==> config.mk <==
export PLATFORM = sky130hd
export DESIGN_NAME = cache_req_path
export DESIGN_NICKNAME = d
export VERILOG_FILES = /design/src/cache_pkg.sv /design/src/cache_fifo_reg.sv /design/src/cache_req_producer.sv /design/src/cache_req_consumer.sv /design/src/cache_req_path.sv
export VERILOG_INCLUDE_DIRS = /design/src
export SDC_FILE = /design/constraint.sdc
export NUM_CORES = 1
export LEC_CHECK = 0
export ABC_CLOCK_PERIOD_IN_PS = 4700
export BUFFER_PORTS_ARGS = -buffer_cell sky130_fd_sc_hd__buf_2
export CAP_MARGIN = 20
export CORE_MARGIN = 2
export CORE_UTILIZATION = 35
export CTS_CLUSTER_SIZE = 12
export DETAILED_ROUTE_END_ITERATION = 8
export PLACE_DENSITY_LB_ADDON = 0.08
export SLEW_MARGIN = 10
export SYNTH_ARGS = -nofsm -noshare
export SYNTH_HDL_FRONTEND = slang
export SYNTH_SLANG_ARGS = --single-unit
==> constraint.sdc <==
create_clock -name clk_i -period 4.7 [get_ports clk_i]
set_clock_uncertainty 0.05 [all_clocks]
set_input_delay 0.235 -clock clk_i [delete_from_list [all_inputs] [get_ports clk_i]]
set_output_delay 0.235 -clock clk_i [all_outputs]
set_load 0.005 [all_outputs]
==> src/cache_cfg.svh <==
`ifndef CACHE_CFG_SVH
`define CACHE_CFG_SVH

// Request path configuration

// Number of request FIFO entries
// Also the credit count the producer starts with
// Must be at least 2
`define CACHE_FIFO_DEPTH 4

// Width of the rolling request tag
// Tags wrap, so memory sees 2**CACHE_TAG_W distinct values
`define CACHE_TAG_W 4

// Byte address width on core and memory side
`define CACHE_ADDR_W 32

`endif

==> src/cache_pkg.sv <==
`default_nettype none

`include "cache_cfg.svh"

package cache_pkg;

    // Basic field types
    typedef logic [`CACHE_ADDR_W-1:0] cache_addr_t;
    typedef logic [31:0]              cache_data_t;
    // One enable bit per byte lane of the data word
    typedef logic [3:0]               cache_be_t;
    typedef logic [`CACHE_TAG_W-1:0]  cache_tag_t;

    // Access size
    // Encoding 2'b11 is not legal
    typedef enum logic [1:0] {
        SIZE_BYTE = 2'b00,
        SIZE_HALF = 2'b01,
        SIZE_WORD = 2'b10
    } cache_size_e;

    // Write request as issued by the core
    // Byte address, must be naturally aligned to size
    typedef struct packed {
        cache_addr_t addr;
        cache_data_t wdata;
        cache_size_e size;
    } core_req_t;

    // Write request as stored in the FIFO and sent to memory
    // addr has its two low bits cleared
    // wdata is passed through unshifted
    // be selects the written byte lanes
    // tag is the per-request sequence number
    typedef struct packed {
        cache_addr_t addr;
        cache_data_t wdata;
        cache_be_t   be;
        cache_tag_t  tag;
    } mem_req_t;

endpackage

`default_nettype wire

==> src/cache_fifo_reg.sv <==
`default_nettype none
`timescale 1ns/1ps

module cache_fifo_reg #(
    parameter int unsigned FIFO_DEPTH = 2,
    parameter type         fifo_data_t = logic
) (
    input  wire logic       clk_i,
    input  wire logic       rst_ni,
    input  wire logic       w_i,
    output logic            wok_o,
    input  wire fifo_data_t wdata_i,
    input  wire logic       r_i,
    output logic            rok_o,
    output fifo_data_t      rdata_o
);

    // Pointer type, depth is at least 2 so width is at least 1
    typedef logic [$clog2(FIFO_DEPTH)-1:0] ptr_t;

    localparam ptr_t PTR_MAX = ptr_t'(FIFO_DEPTH - 1);

    // Storage, no reset needed
    fifo_data_t mem_q [FIFO_DEPTH];

    ptr_t rptr_q, rptr_d;
    ptr_t wptr_q, wptr_d;
    // Set when the write pointer wrapped and the read pointer has not yet
    logic cross_q, cross_d;
    logic ptr_eq;
    logic empty, full;
    logic rexec, wexec;

    // Depth 1 would need a separate single-entry buffer
    if (FIFO_DEPTH < 2) begin : gen_depth_check
        $error("cache_fifo_reg: FIFO_DEPTH must be at least 2");
    end

    // Equal pointers mean full or empty, the crossover flag decides
    assign ptr_eq = (rptr_q == wptr_q);
    assign empty  = ptr_eq && !cross_q;
    assign full   = ptr_eq &&  cross_q;

    assign wok_o = !full;
    assign rok_o = !empty;

    // Guarded requests
    assign wexec = w_i && !full;
    assign rexec = r_i && !empty;

    // Next pointer and crossover state
    always_comb begin
        rptr_d  = rptr_q;
        wptr_d  = wptr_q;
        cross_d = cross_q;

        if (rexec) begin
            rptr_d = (rptr_q == PTR_MAX) ? '0 : rptr_q + 1'b1;
        end
        if (wexec) begin
            wptr_d = (wptr_q == PTR_MAX) ? '0 : wptr_q + 1'b1;
        end

        // Write wrap sets, read wrap clears
        // Both cannot wrap in one cycle unless pointers were apart by a full turn
        if (wexec && (wptr_q == PTR_MAX)) begin
            cross_d = 1'b1;
        end else if (rexec && (rptr_q == PTR_MAX)) begin
            cross_d = 1'b0;
        end
    end

    // Storage write
    always_ff @(posedge clk_i) begin
        if (wexec) begin
            mem_q[wptr_q] <= wdata_i;
        end
    end

    // Head of queue, valid only while rok_o is high
    assign rdata_o = mem_q[rptr_q];

    // Control state
    always_ff @(posedge clk_i or negedge rst_ni) begin
        if (!rst_ni) begin
            rptr_q  <= '0;
            wptr_q  <= '0;
            cross_q <= 1'b0;
        end else begin
            rptr_q  <= rptr_d;
            wptr_q  <= wptr_d;
            cross_q <= cross_d;
        end
    end

    // Upstream credit scheme must never overrun the FIFO
    no_write_full_a: assert property (@(posedge clk_i) disable iff (!rst_ni)
        w_i |-> !full)
        else $error("cache_fifo_reg: write while full");

    // Consumer only pops on rok
    no_read_empty_a: assert property (@(posedge clk_i) disable iff (!rst_ni)
        r_i |-> !empty)
        else $error("cache_fifo_reg: read while empty");

    // Read pointer never passes the write pointer
    ptr_order_a: assert property (@(posedge clk_i) disable iff (!rst_ni)
        (!cross_q && (rptr_q <= wptr_q)) || (cross_q && (rptr_q >= wptr_q)))
        else $error("cache_fifo_reg: read pointer ahead of write pointer");

endmodule

`default_nettype wire

==> src/cache_req_producer.sv <==
`default_nettype none
`timescale 1ns/1ps

`include "cache_cfg.svh"

module cache_req_producer (
    input  wire logic                 clk_i,
    input  wire logic                 rst_ni,
    input  wire logic                 core_valid_i,
    input  wire cache_pkg::core_req_t core_req_i,
    input  wire logic                 credit_ret_i,
    output logic                      core_ready_o,
    output logic                      push_o,
    output cache_pkg::mem_req_t       push_req_o
);
    import cache_pkg::*;

    // Counter must hold 0 up to the full depth
    localparam int unsigned CREDIT_W = $clog2(`CACHE_FIFO_DEPTH + 1);

    logic [CREDIT_W-1:0] credit_q, credit_d;
    cache_tag_t          tag_q;
    // Byte lanes for an access at offset 0
    cache_be_t           be_base;

    // Accept while any FIFO slot is owed to us
    assign core_ready_o = (credit_q != '0);
    assign push_o       = core_valid_i && core_ready_o;

    // Unshifted mask, one bit per byte of the access
    always_comb begin
        unique case (core_req_i.size)
            SIZE_BYTE: be_base = 4'b0001;
            SIZE_HALF: be_base = 4'b0011;
            SIZE_WORD: be_base = 4'b1111;
            default:   be_base = 4'b0000;
        endcase
    end

    // Memory request
    // Word address plus lane mask shifted to the byte offset
    assign push_req_o.addr  = {core_req_i.addr[`CACHE_ADDR_W-1:2], 2'b00};
    assign push_req_o.wdata = core_req_i.wdata;
    assign push_req_o.be    = be_base << core_req_i.addr[1:0];
    assign push_req_o.tag   = tag_q;

    // Credit count, push and return in one cycle cancel out
    always_comb begin
        credit_d = credit_q;
        if (push_o && !credit_ret_i) begin
            credit_d = credit_q - 1'b1;
        end else if (!push_o && credit_ret_i) begin
            credit_d = credit_q + 1'b1;
        end
    end

    always_ff @(posedge clk_i or negedge rst_ni) begin
        if (!rst_ni) begin
            credit_q <= CREDIT_W'(`CACHE_FIFO_DEPTH);
            tag_q    <= '0;
        end else begin
            credit_q <= credit_d;
            // Tag wraps naturally
            if (push_o) begin
                tag_q <= tag_q + 1'b1;
            end
        end
    end

    // Natural alignment of accepted requests
    aligned_a: assert property (@(posedge clk_i) disable iff (!rst_ni)
        push_o |-> ((core_req_i.size == SIZE_BYTE) ||
                    ((core_req_i.size == SIZE_HALF) && !core_req_i.addr[0]) ||
                    ((core_req_i.size == SIZE_WORD) && (core_req_i.addr[1:0] == 2'b00))))
        else $error("cache_req_producer: misaligned or illegal request");

    // Consumer returns at most what was pushed
    credit_max_a: assert property (@(posedge clk_i) disable iff (!rst_ni)
        credit_q <= CREDIT_W'(`CACHE_FIFO_DEPTH))
        else $error("cache_req_producer: credit count above FIFO depth");

endmodule

`default_nettype wire

==> src/cache_req_consumer.sv <==
`default_nettype none
`timescale 1ns/1ps

module cache_req_consumer (
    input  wire logic                clk_i,
    input  wire logic                rst_ni,
    input  wire logic                rok_i,
    input  wire cache_pkg::mem_req_t rdata_i,
    input  wire logic                mem_ready_i,
    output logic                     pop_o,
    output logic                     credit_ret_o,
    output logic                     mem_valid_o,
    output cache_pkg::mem_req_t      mem_req_o
);
    import cache_pkg::*;

    // Output register
    mem_req_t req_q;
    logic     valid_q;
    // Register leaves this cycle
    logic     drain;

    assign drain = valid_q && mem_ready_i;

    // Refill when empty or when the current request is taken
    assign pop_o = rok_i && (!valid_q || drain);

    // Each pop frees one FIFO slot
    assign credit_ret_o = pop_o;

    assign mem_valid_o = valid_q;
    assign mem_req_o   = req_q;

    // Valid bit
    always_ff @(posedge clk_i or negedge rst_ni) begin
        if (!rst_ni) begin
            valid_q <= 1'b0;
        end else if (pop_o) begin
            valid_q <= 1'b1;
        end else if (drain) begin
            valid_q <= 1'b0;
        end
    end

    // Payload only moves on a pop, so it holds under stall
    always_ff @(posedge clk_i) begin
        if (pop_o) begin
            req_q <= rdata_i;
        end
    end

    // Stalled request stays put until memory takes it
    stall_stable_a: assert property (@(posedge clk_i) disable iff (!rst_ni)
        (mem_valid_o && !mem_ready_i) |=> (mem_valid_o && $stable(mem_req_o)))
        else $error("cache_req_consumer: memory request changed while stalled");

endmodule

`default_nettype wire

==> src/cache_req_path.sv <==
`default_nettype none
`timescale 1ns/1ps

`include "cache_cfg.svh"

module cache_req_path (
    input  wire logic                 clk_i,
    input  wire logic                 rst_ni,
    input  wire logic                 core_valid_i,
    input  wire cache_pkg::core_req_t core_req_i,
    output logic                      core_ready_o,
    output logic                      mem_valid_o,
    output cache_pkg::mem_req_t       mem_req_o,
    input  wire logic                 mem_ready_i
);
    import cache_pkg::*;

    // Producer to FIFO
    logic     push;
    mem_req_t push_req;
    // FIFO to consumer
    logic     rok;
    mem_req_t rdata;
    logic     pop;
    // Consumer back to producer
    logic     credit_ret;

    cache_req_producer cache_req_producer_i (
        .clk_i        (clk_i),
        .rst_ni       (rst_ni),
        .core_valid_i (core_valid_i),
        .core_req_i   (core_req_i),
        .credit_ret_i (credit_ret),
        .core_ready_o (core_ready_o),
        .push_o       (push),
        .push_req_o   (push_req)
    );

    // Write-ok left open, credits already keep the FIFO from overflowing
    cache_fifo_reg #(
        .FIFO_DEPTH  (`CACHE_FIFO_DEPTH),
        .fifo_data_t (mem_req_t)
    ) cache_fifo_reg_i (
        .clk_i   (clk_i),
        .rst_ni  (rst_ni),
        .w_i     (push),
        .wok_o   (),
        .wdata_i (push_req),
        .r_i     (pop),
        .rok_o   (rok),
        .rdata_o (rdata)
    );

    cache_req_consumer cache_req_consumer_i (
        .clk_i        (clk_i),
        .rst_ni       (rst_ni),
        .rok_i        (rok),
        .rdata_i      (rdata),
        .mem_ready_i  (mem_ready_i),
        .pop_o        (pop),
        .credit_ret_o (credit_ret),
        .mem_valid_o  (mem_valid_o),
        .mem_req_o    (mem_req_o)
    );

endmodule

`default_nettype wire

==> flow_summary_export.csv, run 1 <==
group,metric,value,unit
die,initial_utilization,35.6,%
critical_path,criticalPathCategory,"register to register",
cts,cts.reportedPaths.clkPinSlew,0.06,ns
global_route,first_global_vias,6461,
route,route.vias.total,5931,
cts,cts-htree-levels,2,
timing,slew-limit-headroom,45.6,%
route,route.detailed.wl_per_inst,20.8,microns
global_route,grt_pass1_wl,39500,microns
synth,yosys_warning_total,0,
critical_path,critical_path.endpoint_type,"register",
cts,clock_latency,0.52,ns
die,core.rowCount,70,
timing,fin_tns_setup,0,ns
route,drt-initial-drc-count,246,
timing,worst_hold_slack,0.0797,ns
timing,max_freq,0.363,GHz
cts,cts_sinks,363,
global_route,antenna_found_initial,0,
placement,portBuffers,141,
power_and_ir_drop,ir_worst_vdd,0.307,mV
critical_path,critPathMaxFanout,31,
cts,clock_path_buffers,3,
die,floorplan.die.height,197,microns
cells_and_area,area_growth,24.5,%
timing,hold_violations,0,
worst_hold_path,hp-class,"input pin to register",
cts,post_cts_setup_inserts,0,
die,floorplan.core_area,36600,sq um
timing,max_slew.worst_pin.slew,0.816,ns
cells_and_area,filler_instances,3150,
die,die_footprint,38800,sq um
critical_path,critical_path.cell_chain,"xor2_2, o31ai_4, clkinv_2, buf_4",
placement,post-dp-hpwl,15400,microns
critical_path,critPathRequiredTime,4.88,ns
critical_path,cpPeakStageDelay,0.77,ns
timing,fin_crit_period,2.75,ns
cells_and_area,nNetsFinal,833,
synth,synth_cell_type_count,33,
timing,post-route-period-util,58.6,%
synth,mappedNetlistArea,13000,sq um
critical_path,start_kind,"register",
placement,place_inst,1114,
cts,clock_tree_from_tritoncts,"yes",
global_route,maximum_number_of_pins_on_one_net_before_global_route_repair,50,
route,drt_first_pass_iters,4,
critical_path,cpMaxStageDelayCell,"dfrtp_4",
die,io_pins,144,
synth,ys_seq_elements,363,
flow_run,max-cap-violations,0,
synth,syn-mean-instance-area,25.5,sq um
power_and_ir_drop,power-per-cell-area,649,nW/um^2
die,floorplan.die.width,197,microns
critical_path,critical_path_arrival,2.93,ns
synth,syn-instance-count,511,
cells_and_area,num_antenna_cells,0,
global_route,grt_use_total,13.5,%
route,vias_per_cell,4.75,
cts,cts-buffers-inserted,41,
cells_and_area,final_layout_size_suffix_gt1_share,37.4,%
synth,synth.yosys.seq_area_share,83.1,%
power_and_ir_drop,leakage,5.59,nW
status,run_status,"finished, final reports clean",
timing,setup_viol,0,
global_route,global_route.overflow_total,0,
cts,cts.root.buffer_cell,"clkbuf_16",
cells_and_area,instances_no_fill,1249,
placement,routabilityCongestion,0.697,
route,drc_errors,0,
timing,setup_repair_after_global_routing_missed_its_margin,"no",
route,detail-route-antenna-nets,0,
timing,timing_max_transition_violations_final,0,
route,routed_wirelength,26000,microns
kinds of logic after synthesis:
kind of cell | after synthesis | synth area share (%)
AOI/OAI and AO/OA | 5 | 0.470
xor gates and xnor gates | 8 | 0.739
adders and majority gates | 10 | 1.02
buffers and inverters | 27 | 1.02
DFF | 363 | 83.1
muxes | 79 | 12.9
other | 1 | 0.0288
and+or+nand+nor | 18 | 0.691
metrics by stage:
step                      setup slack, ns  power (mW)  utilization, %  cell area, sq um
after floorplan                      1.58        6.66               -             13000
after global placement               1.91        7.65            39.2             14300
after detailed placement             1.82        7.72            39.2             14300
after CTS                            1.81        10.7            44.3             16200
after global routing                 1.67        11.1            44.3             16200
final                                1.95        10.5            44.3             16200
report_power, final:
group	internal (mW)	switching (mW)	leakage, nW	total [mW]
clock	1.72	1.20	0.607	2.92
combinational	1.14	1.25	1.60	2.38
sequential	4.79	0.434	3.39	5.22
timing repair:
| action | in CTS | in global routing |
|---|---|---|
| gates resized for setup | 0 | 0 |
| hold buffers | 63 | 0 |
| endpoints found under the hold margin | 261 | 0 |
cells in the final DEF (no fill, tap or decap), types with 2 or more instances in the layout:
master	n
and2_4	4
clkbuf_1	10
buf_2	141
mux4_2	70
xor2_1	3
mux2_1	3
ha_1	9
xnor2_1	3
clkbuf_16	43
dlygate4sd3_1	63
mux2i_1	3
mux2_4	2
buf_4	10
dfrtp_4	2
nor2_1	4
inv_1	8
clkinv_1	7
edfxtp_1	350
nor3_1	2
nand2_1	4
inv_6	2
dfrtp_1	10
conb_1	2
clkinv_2	9
registers in the layout (all words and copies together), names as in the netlist:
| register | cells |
|---|---|
| cache_req_producer_i.credit_q | 3 |
| cache_fifo_reg_i.rptr_q | 2 |
| cache_req_producer_i.tag_q | 4 |
| cache_fifo_reg_i.cross_q | 1 |
| cache_fifo_reg_i.mem_q | 280 |
| cache_fifo_reg_i.wptr_q | 2 |
| cache_req_consumer_i.mem_valid_o | 1 |
| cache_req_consumer_i.mem_req_o | 70 |
worst max-delay path: cells and delay by family, from the launching register on:
| kind | cells | cell delay [ns] |
|---|---|---|
| buffers and inverters | 2 | 1.11 |
| flip-flops | 1 | 0.77 |
| AO/OA/AOI/OAI | 1 | 0.31 |
| XOR/XNOR | 1 | 0.20 |
synthesized netlist by cell type (all sizes together):
cell    count  share of area, %
a22o        1             0.067
and2        4              0.19
buf        12              0.59
clkbuf      6              0.17
conb        1             0.029
dfrtp      12               2.3
dfstp       1              0.20
edfxtp    350                81
fa          1              0.15
ha          9              0.86
inv         9              0.26
mux2        6              0.58
mux2i       3              0.23
mux4       70                12
nand2       4              0.12
nand2b      1             0.048
nand4       1             0.048
nor2        4              0.12
nor2b       1             0.048
nor3        2             0.077
o21ai       1             0.038
o31a        2              0.20
o31ai       1              0.16
or3         1             0.048
xnor2       3              0.20
xor2        5              0.54
path summary, 6_finish.rpt:
path	start	end	slack, ns	cells after the start
hold reg to reg	cache_req_producer_i.credit_q[0]	cache_req_producer_i.credit_q[0]	0.48	1
hold / removal	core_req_i[35]	cache_fifo_reg_i.mem_q[2][5]	0.08	2
min in group asynchronous	rst_ni	cache_req_consumer_i.mem_valid_o	0.11	2
setup / recovery	cache_fifo_reg_i.rptr_q[0]	cache_req_consumer_i.mem_req_o[26]	1.95	4
setup reg to reg	cache_fifo_reg_i.rptr_q[0]	cache_req_consumer_i.mem_req_o[26]	1.95	4
max in group asynchronous	rst_ni	cache_req_producer_i.credit_q[2]	4.19	2
metal layers:
metal / track usage (%) / wire length [microns] / share of wire [%]
met5: 0 / 0 / 0
met2: 22.6 / 12900 / 50
met3: 2.69 / 1210 / 4.7
met1: 18.3 / 11400 / 44
met4: 3.37 / 454 / 1.7
area by class of cell:
type | instances | area, sq um | share of cell area (%)
multi-input cells | 122 | 2080 | 12.8
flip-flops and latches | 363 | 10800 | 66.8
clock buffers | 53 | 1110 | 6.86
well taps | 468 | 586 | 3.61
clock inverters | 18 | 114 | 0.702
inverters | 9 | 35.0 | 0.216
repair buffers | 216 | 1460 | 8.99
Power figures use the tool's default switching activity.
==> run 2, diff against run 1 <==
- ABC_CLOCK_PERIOD_IN_PS: 4700 -> 2750
- clock period: 4.7 -> 2.75 ns (I/O delays scaled with it)
==> run 2 against run 1 <==
Against the previous run:
- global-route usage rose by 0.33 points
- first-iteration DRC count up 27%
- sequential cell count did not move
- critical endpoint is now cache_req_consumer_i.mem_req_o[21]
- highest routed layer unchanged
==> flow_summary_export.csv, run 2 (synthesized netlist as in run 1, its figures left out) <==
group,metric,value,unit
cts,cts.reportedPaths.clkPinSlew,0.06,ns
flow_run,max-cap-violations,0,
critical_path,critical_path_arrival,2.53,ns
critical_path,r2r-start,"cache_fifo_reg_i.rptr_q[1]",
worst_hold_path,hp-class,"input pin to async pin",
die,floorplan.die.height,197,microns
cells_and_area,filler_instances,3170,
critical_path,most_used_cell_cp,"buf_4",
timing,setup_repair_after_global_routing_missed_its_margin,"no",
cells_and_area,largest_register_ffs,280,
cts,cts_hold_buf,67,
cells_and_area,nNetsFinal,839,
cts,clock_path_buffers,3,
route,route.vias.total,5966,
cts,clock_latency,0.53,ns
critical_path,reg2regPathDepth,3,
cts,cts.root.buffer_cell,"clkbuf_16",
die,floorplan.core_area,36600,sq um
cts,post_cts_setup_inserts,0,
cells_and_area,top_register,"cache_fifo_reg_i.mem_q",
timing,hold_violations,0,
die,initial_utilization,35.6,%
critical_path,cpPeakStageDelay,0.59,ns
route,drt-initial-drc-count,313,
global_route,global_route.overflow_total,0,
timing,worst_hold_slack,0.0254,ns
cells_and_area,mostFrequentLayoutCells,"edfxtp_1 (350), buf_2 (141), mux4_2 (70), dlygate4sd3_1 (67), clkbuf_16 (41)",
critical_path,critical_path.endpoint_type,"register",
cts,cts_sinks,363,
global_route,grt_pass1_wl,39800,microns
route,route.detailed.wl_per_inst,20.7,microns
critical_path,regToRegSetupSlack,0.43,ns
global_route,antenna_found_initial,0,
placement,post-dp-hpwl,14800,microns
placement,portBuffers,141,
global_route,grt_use_total,13.8,%
cells_and_area,final_common_cell,"edfxtp_1",
timing,worst_setup_slack_final,0.431,ns
timing,max_slew.worst_pin.slew,0.667,ns
timing,timing_max_transition_violations_final,0,
critical_path,critPathMaxFanout,40,
critical_path,critical_path.cell_chain,"buf_4, buf_4, mux4_2",
timing,slew-limit-headroom,55.6,%
route,routed_wirelength,26000,microns
cells_and_area,ff_latch_area,10800,sq um
power_and_ir_drop,power-per-cell-area,1090,nW/um^2
die,io_pins,144,
critical_path,criticalPathCategory,"register to register",
placement,routabilityCongestion,0.671,
route,drt_first_pass_iters,4,
cells_and_area,final_core_util,44.6,%
timing,post-route-period-util,84.3,%
route,detail-route-antenna-nets,0,
die,floorplan.die.width,197,microns
die,die_footprint,38800,sq um
timing,fin_crit_period,2.32,ns
die,core.rowCount,70,
cts,cts-buffers-inserted,40,
cts,cts_resized,0,
route,vias_per_cell,4.75,
cells_and_area,final_layout_size_suffix_gt1_share,37.0,%
cts,clock_tree_from_tritoncts,"yes",
route,drc_errors,0,
critical_path,critPathRequiredTime,2.96,ns
placement,place_ws,0.368,ns
critical_path,start_kind,"register",
critical_path,cpMaxStageDelayCell,"buf_4",
cts,cts-htree-levels,2,
timing,max_freq,0.431,GHz
cells_and_area,multi_input_comb_area,2080,sq um
power_and_ir_drop,ir_worst_vdd,0.690,mV
power_and_ir_drop,leakage,5.62,nW
timing,fin_tns_setup,0,ns
status,run_status,"finished, final reports clean",
timing,setup_viol,0,
critical_path,worst_r2r_dst,"cache_req_consumer_i.mem_req_o[21]",
global_route,maximum_number_of_pins_on_one_net_before_global_route_repair,74,
cells_and_area,area_growth,25.2,%
global_route,first_global_vias,6649,
==> run 2: cell types whose count changed in the layout (fill, tap and decap cells not counted), moves of 2 or more <==
cell	delta
clkbuf_16	-2
clkinv_1	+4
buf_4	-6
buf_12	+10
dlygate4sd3_1	+4
clkbuf_1	-2
inv_6	-2
==> run 2: per-layer routing <==
metal | track usage (%) | vias to the layer above | share of wire [%]
met4 | 4.46 | 0 | 2.3
li1 | - | 2636 | -
met1 | 17.5 | 3138 | 43
met2 | 23.6 | 144 | 50
met5 | 0 | - | 0
met3 | 3.44 | 48 | 5.4
==> run 2: final cells by class <==
cell class | count | area share (%)
flip-flops and latches | 363 | 66.5
multi-input cells | 122 | 12.7
repair buffers | 223 | 9.97
clock buffers | 49 | 6.47
well taps | 468 | 3.59
clock inverters | 20 | 0.529
inverters | 9 | 0.215
diodes | 1 | 0.0153
==> run 2: metrics by stage <==
step / power, mW / instances / cell area, sq um
after floorplan: 11.3 / 512 / 13000
after global placement: 13.3 / 1118 / 14500
after detailed placement: 13.4 / 1118 / 14500
after CTS: 18.3 / 1254 / 16300
after global routing: 18.8 / 1254 / 16300
final: 17.8 / 1255 / 16300
==> run 2: critical path, delay by kind of cell (launching register included) <==
family | cells | cell delay [ns]
muxes | 1 | 0.39
DFF | 1 | 0.44
buffers and inverters | 2 | 1.13
==> run 2: how the worst max path moves through the flow <==
stage                                         endpoint                        from
CTS                 cache_req_consumer_i.mem_req_o[21]  cache_fifo_reg_i.rptr_q[1]
global placement    cache_req_consumer_i.mem_req_o[22]  cache_fifo_reg_i.rptr_q[1]
detailed placement  cache_req_consumer_i.mem_req_o[21]  cache_fifo_reg_i.rptr_q[1]
floorplan            cache_req_consumer_i.mem_req_o[0]  cache_fifo_reg_i.rptr_q[0]
finish              cache_req_consumer_i.mem_req_o[21]  cache_fifo_reg_i.rptr_q[1]
global route          cache_req_producer_i.credit_q[2]  cache_fifo_reg_i.rptr_q[1]
==> run 2: power breakdown <==
group / total, mW / internal [mW] / switching, mW
sequential: 8.65 / 8.16 / 0.493
clock: 4.72 / 2.70 / 2.02
combinational: 4.48 / 2.08 / 2.40
total: 17.8 / 12.9 / 4.91
==> run 3, diff against run 2 <==
- ABC_CLOCK_PERIOD_IN_PS: 2750 -> 2300
- clock period: 2.75 -> 2.3 ns (I/O delays scaled with it)
==> run 3 against run 2 <==
Against the previous run:
- final cell count barely moved
- sequential share of layout area decreased by 0.23 points
- non-clock buffer count is 4 higher
- critical path depth rose by 1
- final area up 0.35%
- sequential cell count stayed put
- via count shrank 0.79%
- sequential power increased by 20%
- critical path type unchanged
- critical endpoint is now cache_fifo_reg_i.mem_q[2][36]
==> flow_summary_export.csv, run 3 (synthesized netlist as in run 1, its figures left out) <==
group,metric,value,unit
cells_and_area,mostFrequentLayoutCells,"edfxtp_1 (350), buf_2 (141), mux4_2 (70), dlygate4sd3_1 (68), clkbuf_16 (41)",
cts,cts.reportedPaths.clkPinSlew,0.05,ns
placement,routabilityCongestion,0.697,
timing,fin_crit_period,2.17,ns
critical_path,cpPeakStageDelay,0.54,ns
critical_path,reg2regPathDepth,4,
cells_and_area,area_growth,25.6,%
cells_and_area,final_core_util,44.7,%
cts,clock_latency,0.52,ns
cts,cts-htree-levels,2,
route,vias_per_cell,4.71,
critical_path,worstSetupPathDepth,4,
cells_and_area,num_antenna_cells,0,
power_and_ir_drop,leakage,5.64,nW
critical_path,critical_path.cell_chain,"o31a_1, o31a_4, and2_4, buf_12",
timing,max_slew.worst_pin.slew,0.657,ns
critical_path,worst_r2r_dst,"cache_fifo_reg_i.mem_q[2][36]",
route,route.vias.total,5919,
cells_and_area,filler_instances,3150,
timing,worst_hold_slack,0.0386,ns
timing,setup_repair_after_global_routing_missed_its_margin,"no",
global_route,antenna_found_initial,2,
placement,place_inst,1119,
cells_and_area,multi_input_comb_area,2100,sq um
timing,post-route-period-util,94.5,%
global_route,grt_use_total,13.5,%
power_and_ir_drop,power-per-cell-area,1320,nW/um^2
die,floorplan.die.height,197,microns
power_and_ir_drop,ir_worst_vdd,0.696,mV
cts,clock_path_buffers,3,
critical_path,critPathMaxFanout,30,
global_route,maximum_number_of_pins_on_one_net_before_global_route_repair,74,
critical_path,cpMaxStageDelayCell,"dfstp_2",
timing,setup_viol,0,
die,floorplan.die.width,197,microns
global_route,global_route.overflow_total,0,
cells_and_area,stdcell_area,16400,sq um
die,core.rowCount,70,
placement,post-dp-hpwl,14100,microns
critical_path,critical_path.endpoint_type,"register",
die,die_footprint,38800,sq um
die,initial_utilization,35.6,%
timing,hold_violations,0,
critical_path,start_kind,"register",
cts,cts.root.buffer_cell,"clkbuf_16",
critical_path,family_with_the_most_delay_on_the_worst_path,"compound AO/OA/AOI/OAI gates",
global_route,grt_pass1_wl,39100,microns
route,route.detailed.wl_per_inst,20.3,microns
critical_path,path_buf_inv,1,
critical_path,regToRegSetupSlack,0.13,ns
worst_hold_path,hp-class,"input pin to async pin",
timing,max_freq,0.460,GHz
global_route,first_global_vias,6514,
flow_run,max-cap-violations,0,
critical_path,criticalPathCategory,"register to register",
timing,timing_max_transition_violations_final,0,
critical_path,r2r-start,"cache_req_producer_i.credit_q[2]",
route,detail-route-antenna-nets,0,
cells_and_area,final_common_cell,"edfxtp_1",
cts,clock_tree_from_tritoncts,"yes",
cells_and_area,final_layout_size_suffix_gt1_share,37.6,%
placement,portBuffers,141,
die,io_pins,144,
critical_path,critical_path_arrival,2.32,ns
cells_and_area,instances_no_fill,1256,
cts,cts_sinks,363,
die,floorplan.core_area,36600,sq um
status,run_status,"finished, final reports clean",
route,drt-initial-drc-count,248,
route,drc_errors,0,
timing,slew-limit-headroom,56.2,%
critical_path,critPathRequiredTime,2.45,ns
placement,placement.cell_area,14500,sq um
cts,cts-buffers-inserted,40,
route,routed_wirelength,25400,microns
route,drt_first_pass_iters,4,
cells_and_area,top_register,"cache_fifo_reg_i.mem_q",
cells_and_area,ff_latch_area,10800,sq um
power_and_ir_drop,post-layout-total-power,21.5,mW
cells_and_area,largest_register_ffs,280,
cells_and_area,nNetsFinal,843,
==> run 3: changes by cell type in the layout (fill, tap and decap cells not counted), sizes merged <==
cell         change
clkbuf           +1
bufinv           +2
buf              +3
clkinv           -6
diode            -1
clkinvlp         +1
dlygate4sd3      +1
==> run 3: area by class of cell <==
type	count	share of cell area (%)
repair buffers	227	9.90
inverters	9	0.229
clock buffers	50	6.47
flip-flops and latches	363	66.2
well taps	468	3.58
clock inverters	17	0.787
multi-input cells	122	12.8
==> run 3: repair_timing <==
item,4_1_cts,5_1_grt
hold endpoints to repair,277,0
gates resized for setup,0,3
endpoints found under the setup margin,0,1
hold buffers,68,0
buffers inserted,0,2
==> run 3: worst max path at each step <==
stage	end	startpoint	slack, ns
2_1_floorplan	cache_req_consumer_i.mem_req_o[0]	cache_fifo_reg_i.rptr_q[1]	-0.27
3_3_place_gp	cache_fifo_reg_i.mem_q[2][34]	cache_req_producer_i.credit_q[2]	0.12
3_5_place_dp	cache_fifo_reg_i.mem_q[2][34]	cache_req_producer_i.credit_q[2]	0.11
4_1_cts	cache_req_producer_i.credit_q[2]	cache_fifo_reg_i.rptr_q[1]	0.08
5_1_grt	cache_req_producer_i.credit_q[2]	cache_fifo_reg_i.rptr_q[0]	0.02
6_report	cache_fifo_reg_i.mem_q[2][36]	cache_req_producer_i.credit_q[2]	0.13
==> run 3: power by group <==
| group | leakage, nW | switching (mW) | internal, mW |
|---|---|---|---|
| Clock | 0.584 | 2.37 | 3.46 |
| Sequential | 3.39 | 0.608 | 9.75 |
| Combinational | 1.66 | 2.86 | 2.49 |
==> run 3: routing by layer <==
layer	track usage [%]	up-vias	share of wire [%]
li1	-	2638	-
met1	16.9	3114	43
met2	23.6	115	51
met3	3.03	48	4.3
met4	3.90	4	1.9
met5	0	-	0.11
==> run 3: stage by stage <==
step	setup TNS [ns]	setup slack [ns]
floorplan	-18.93	-0.270
global placement	0	0.123
detailed placement	0	0.109
CTS	0	0.0831
global route	0	0.0162
finish	0	0.127
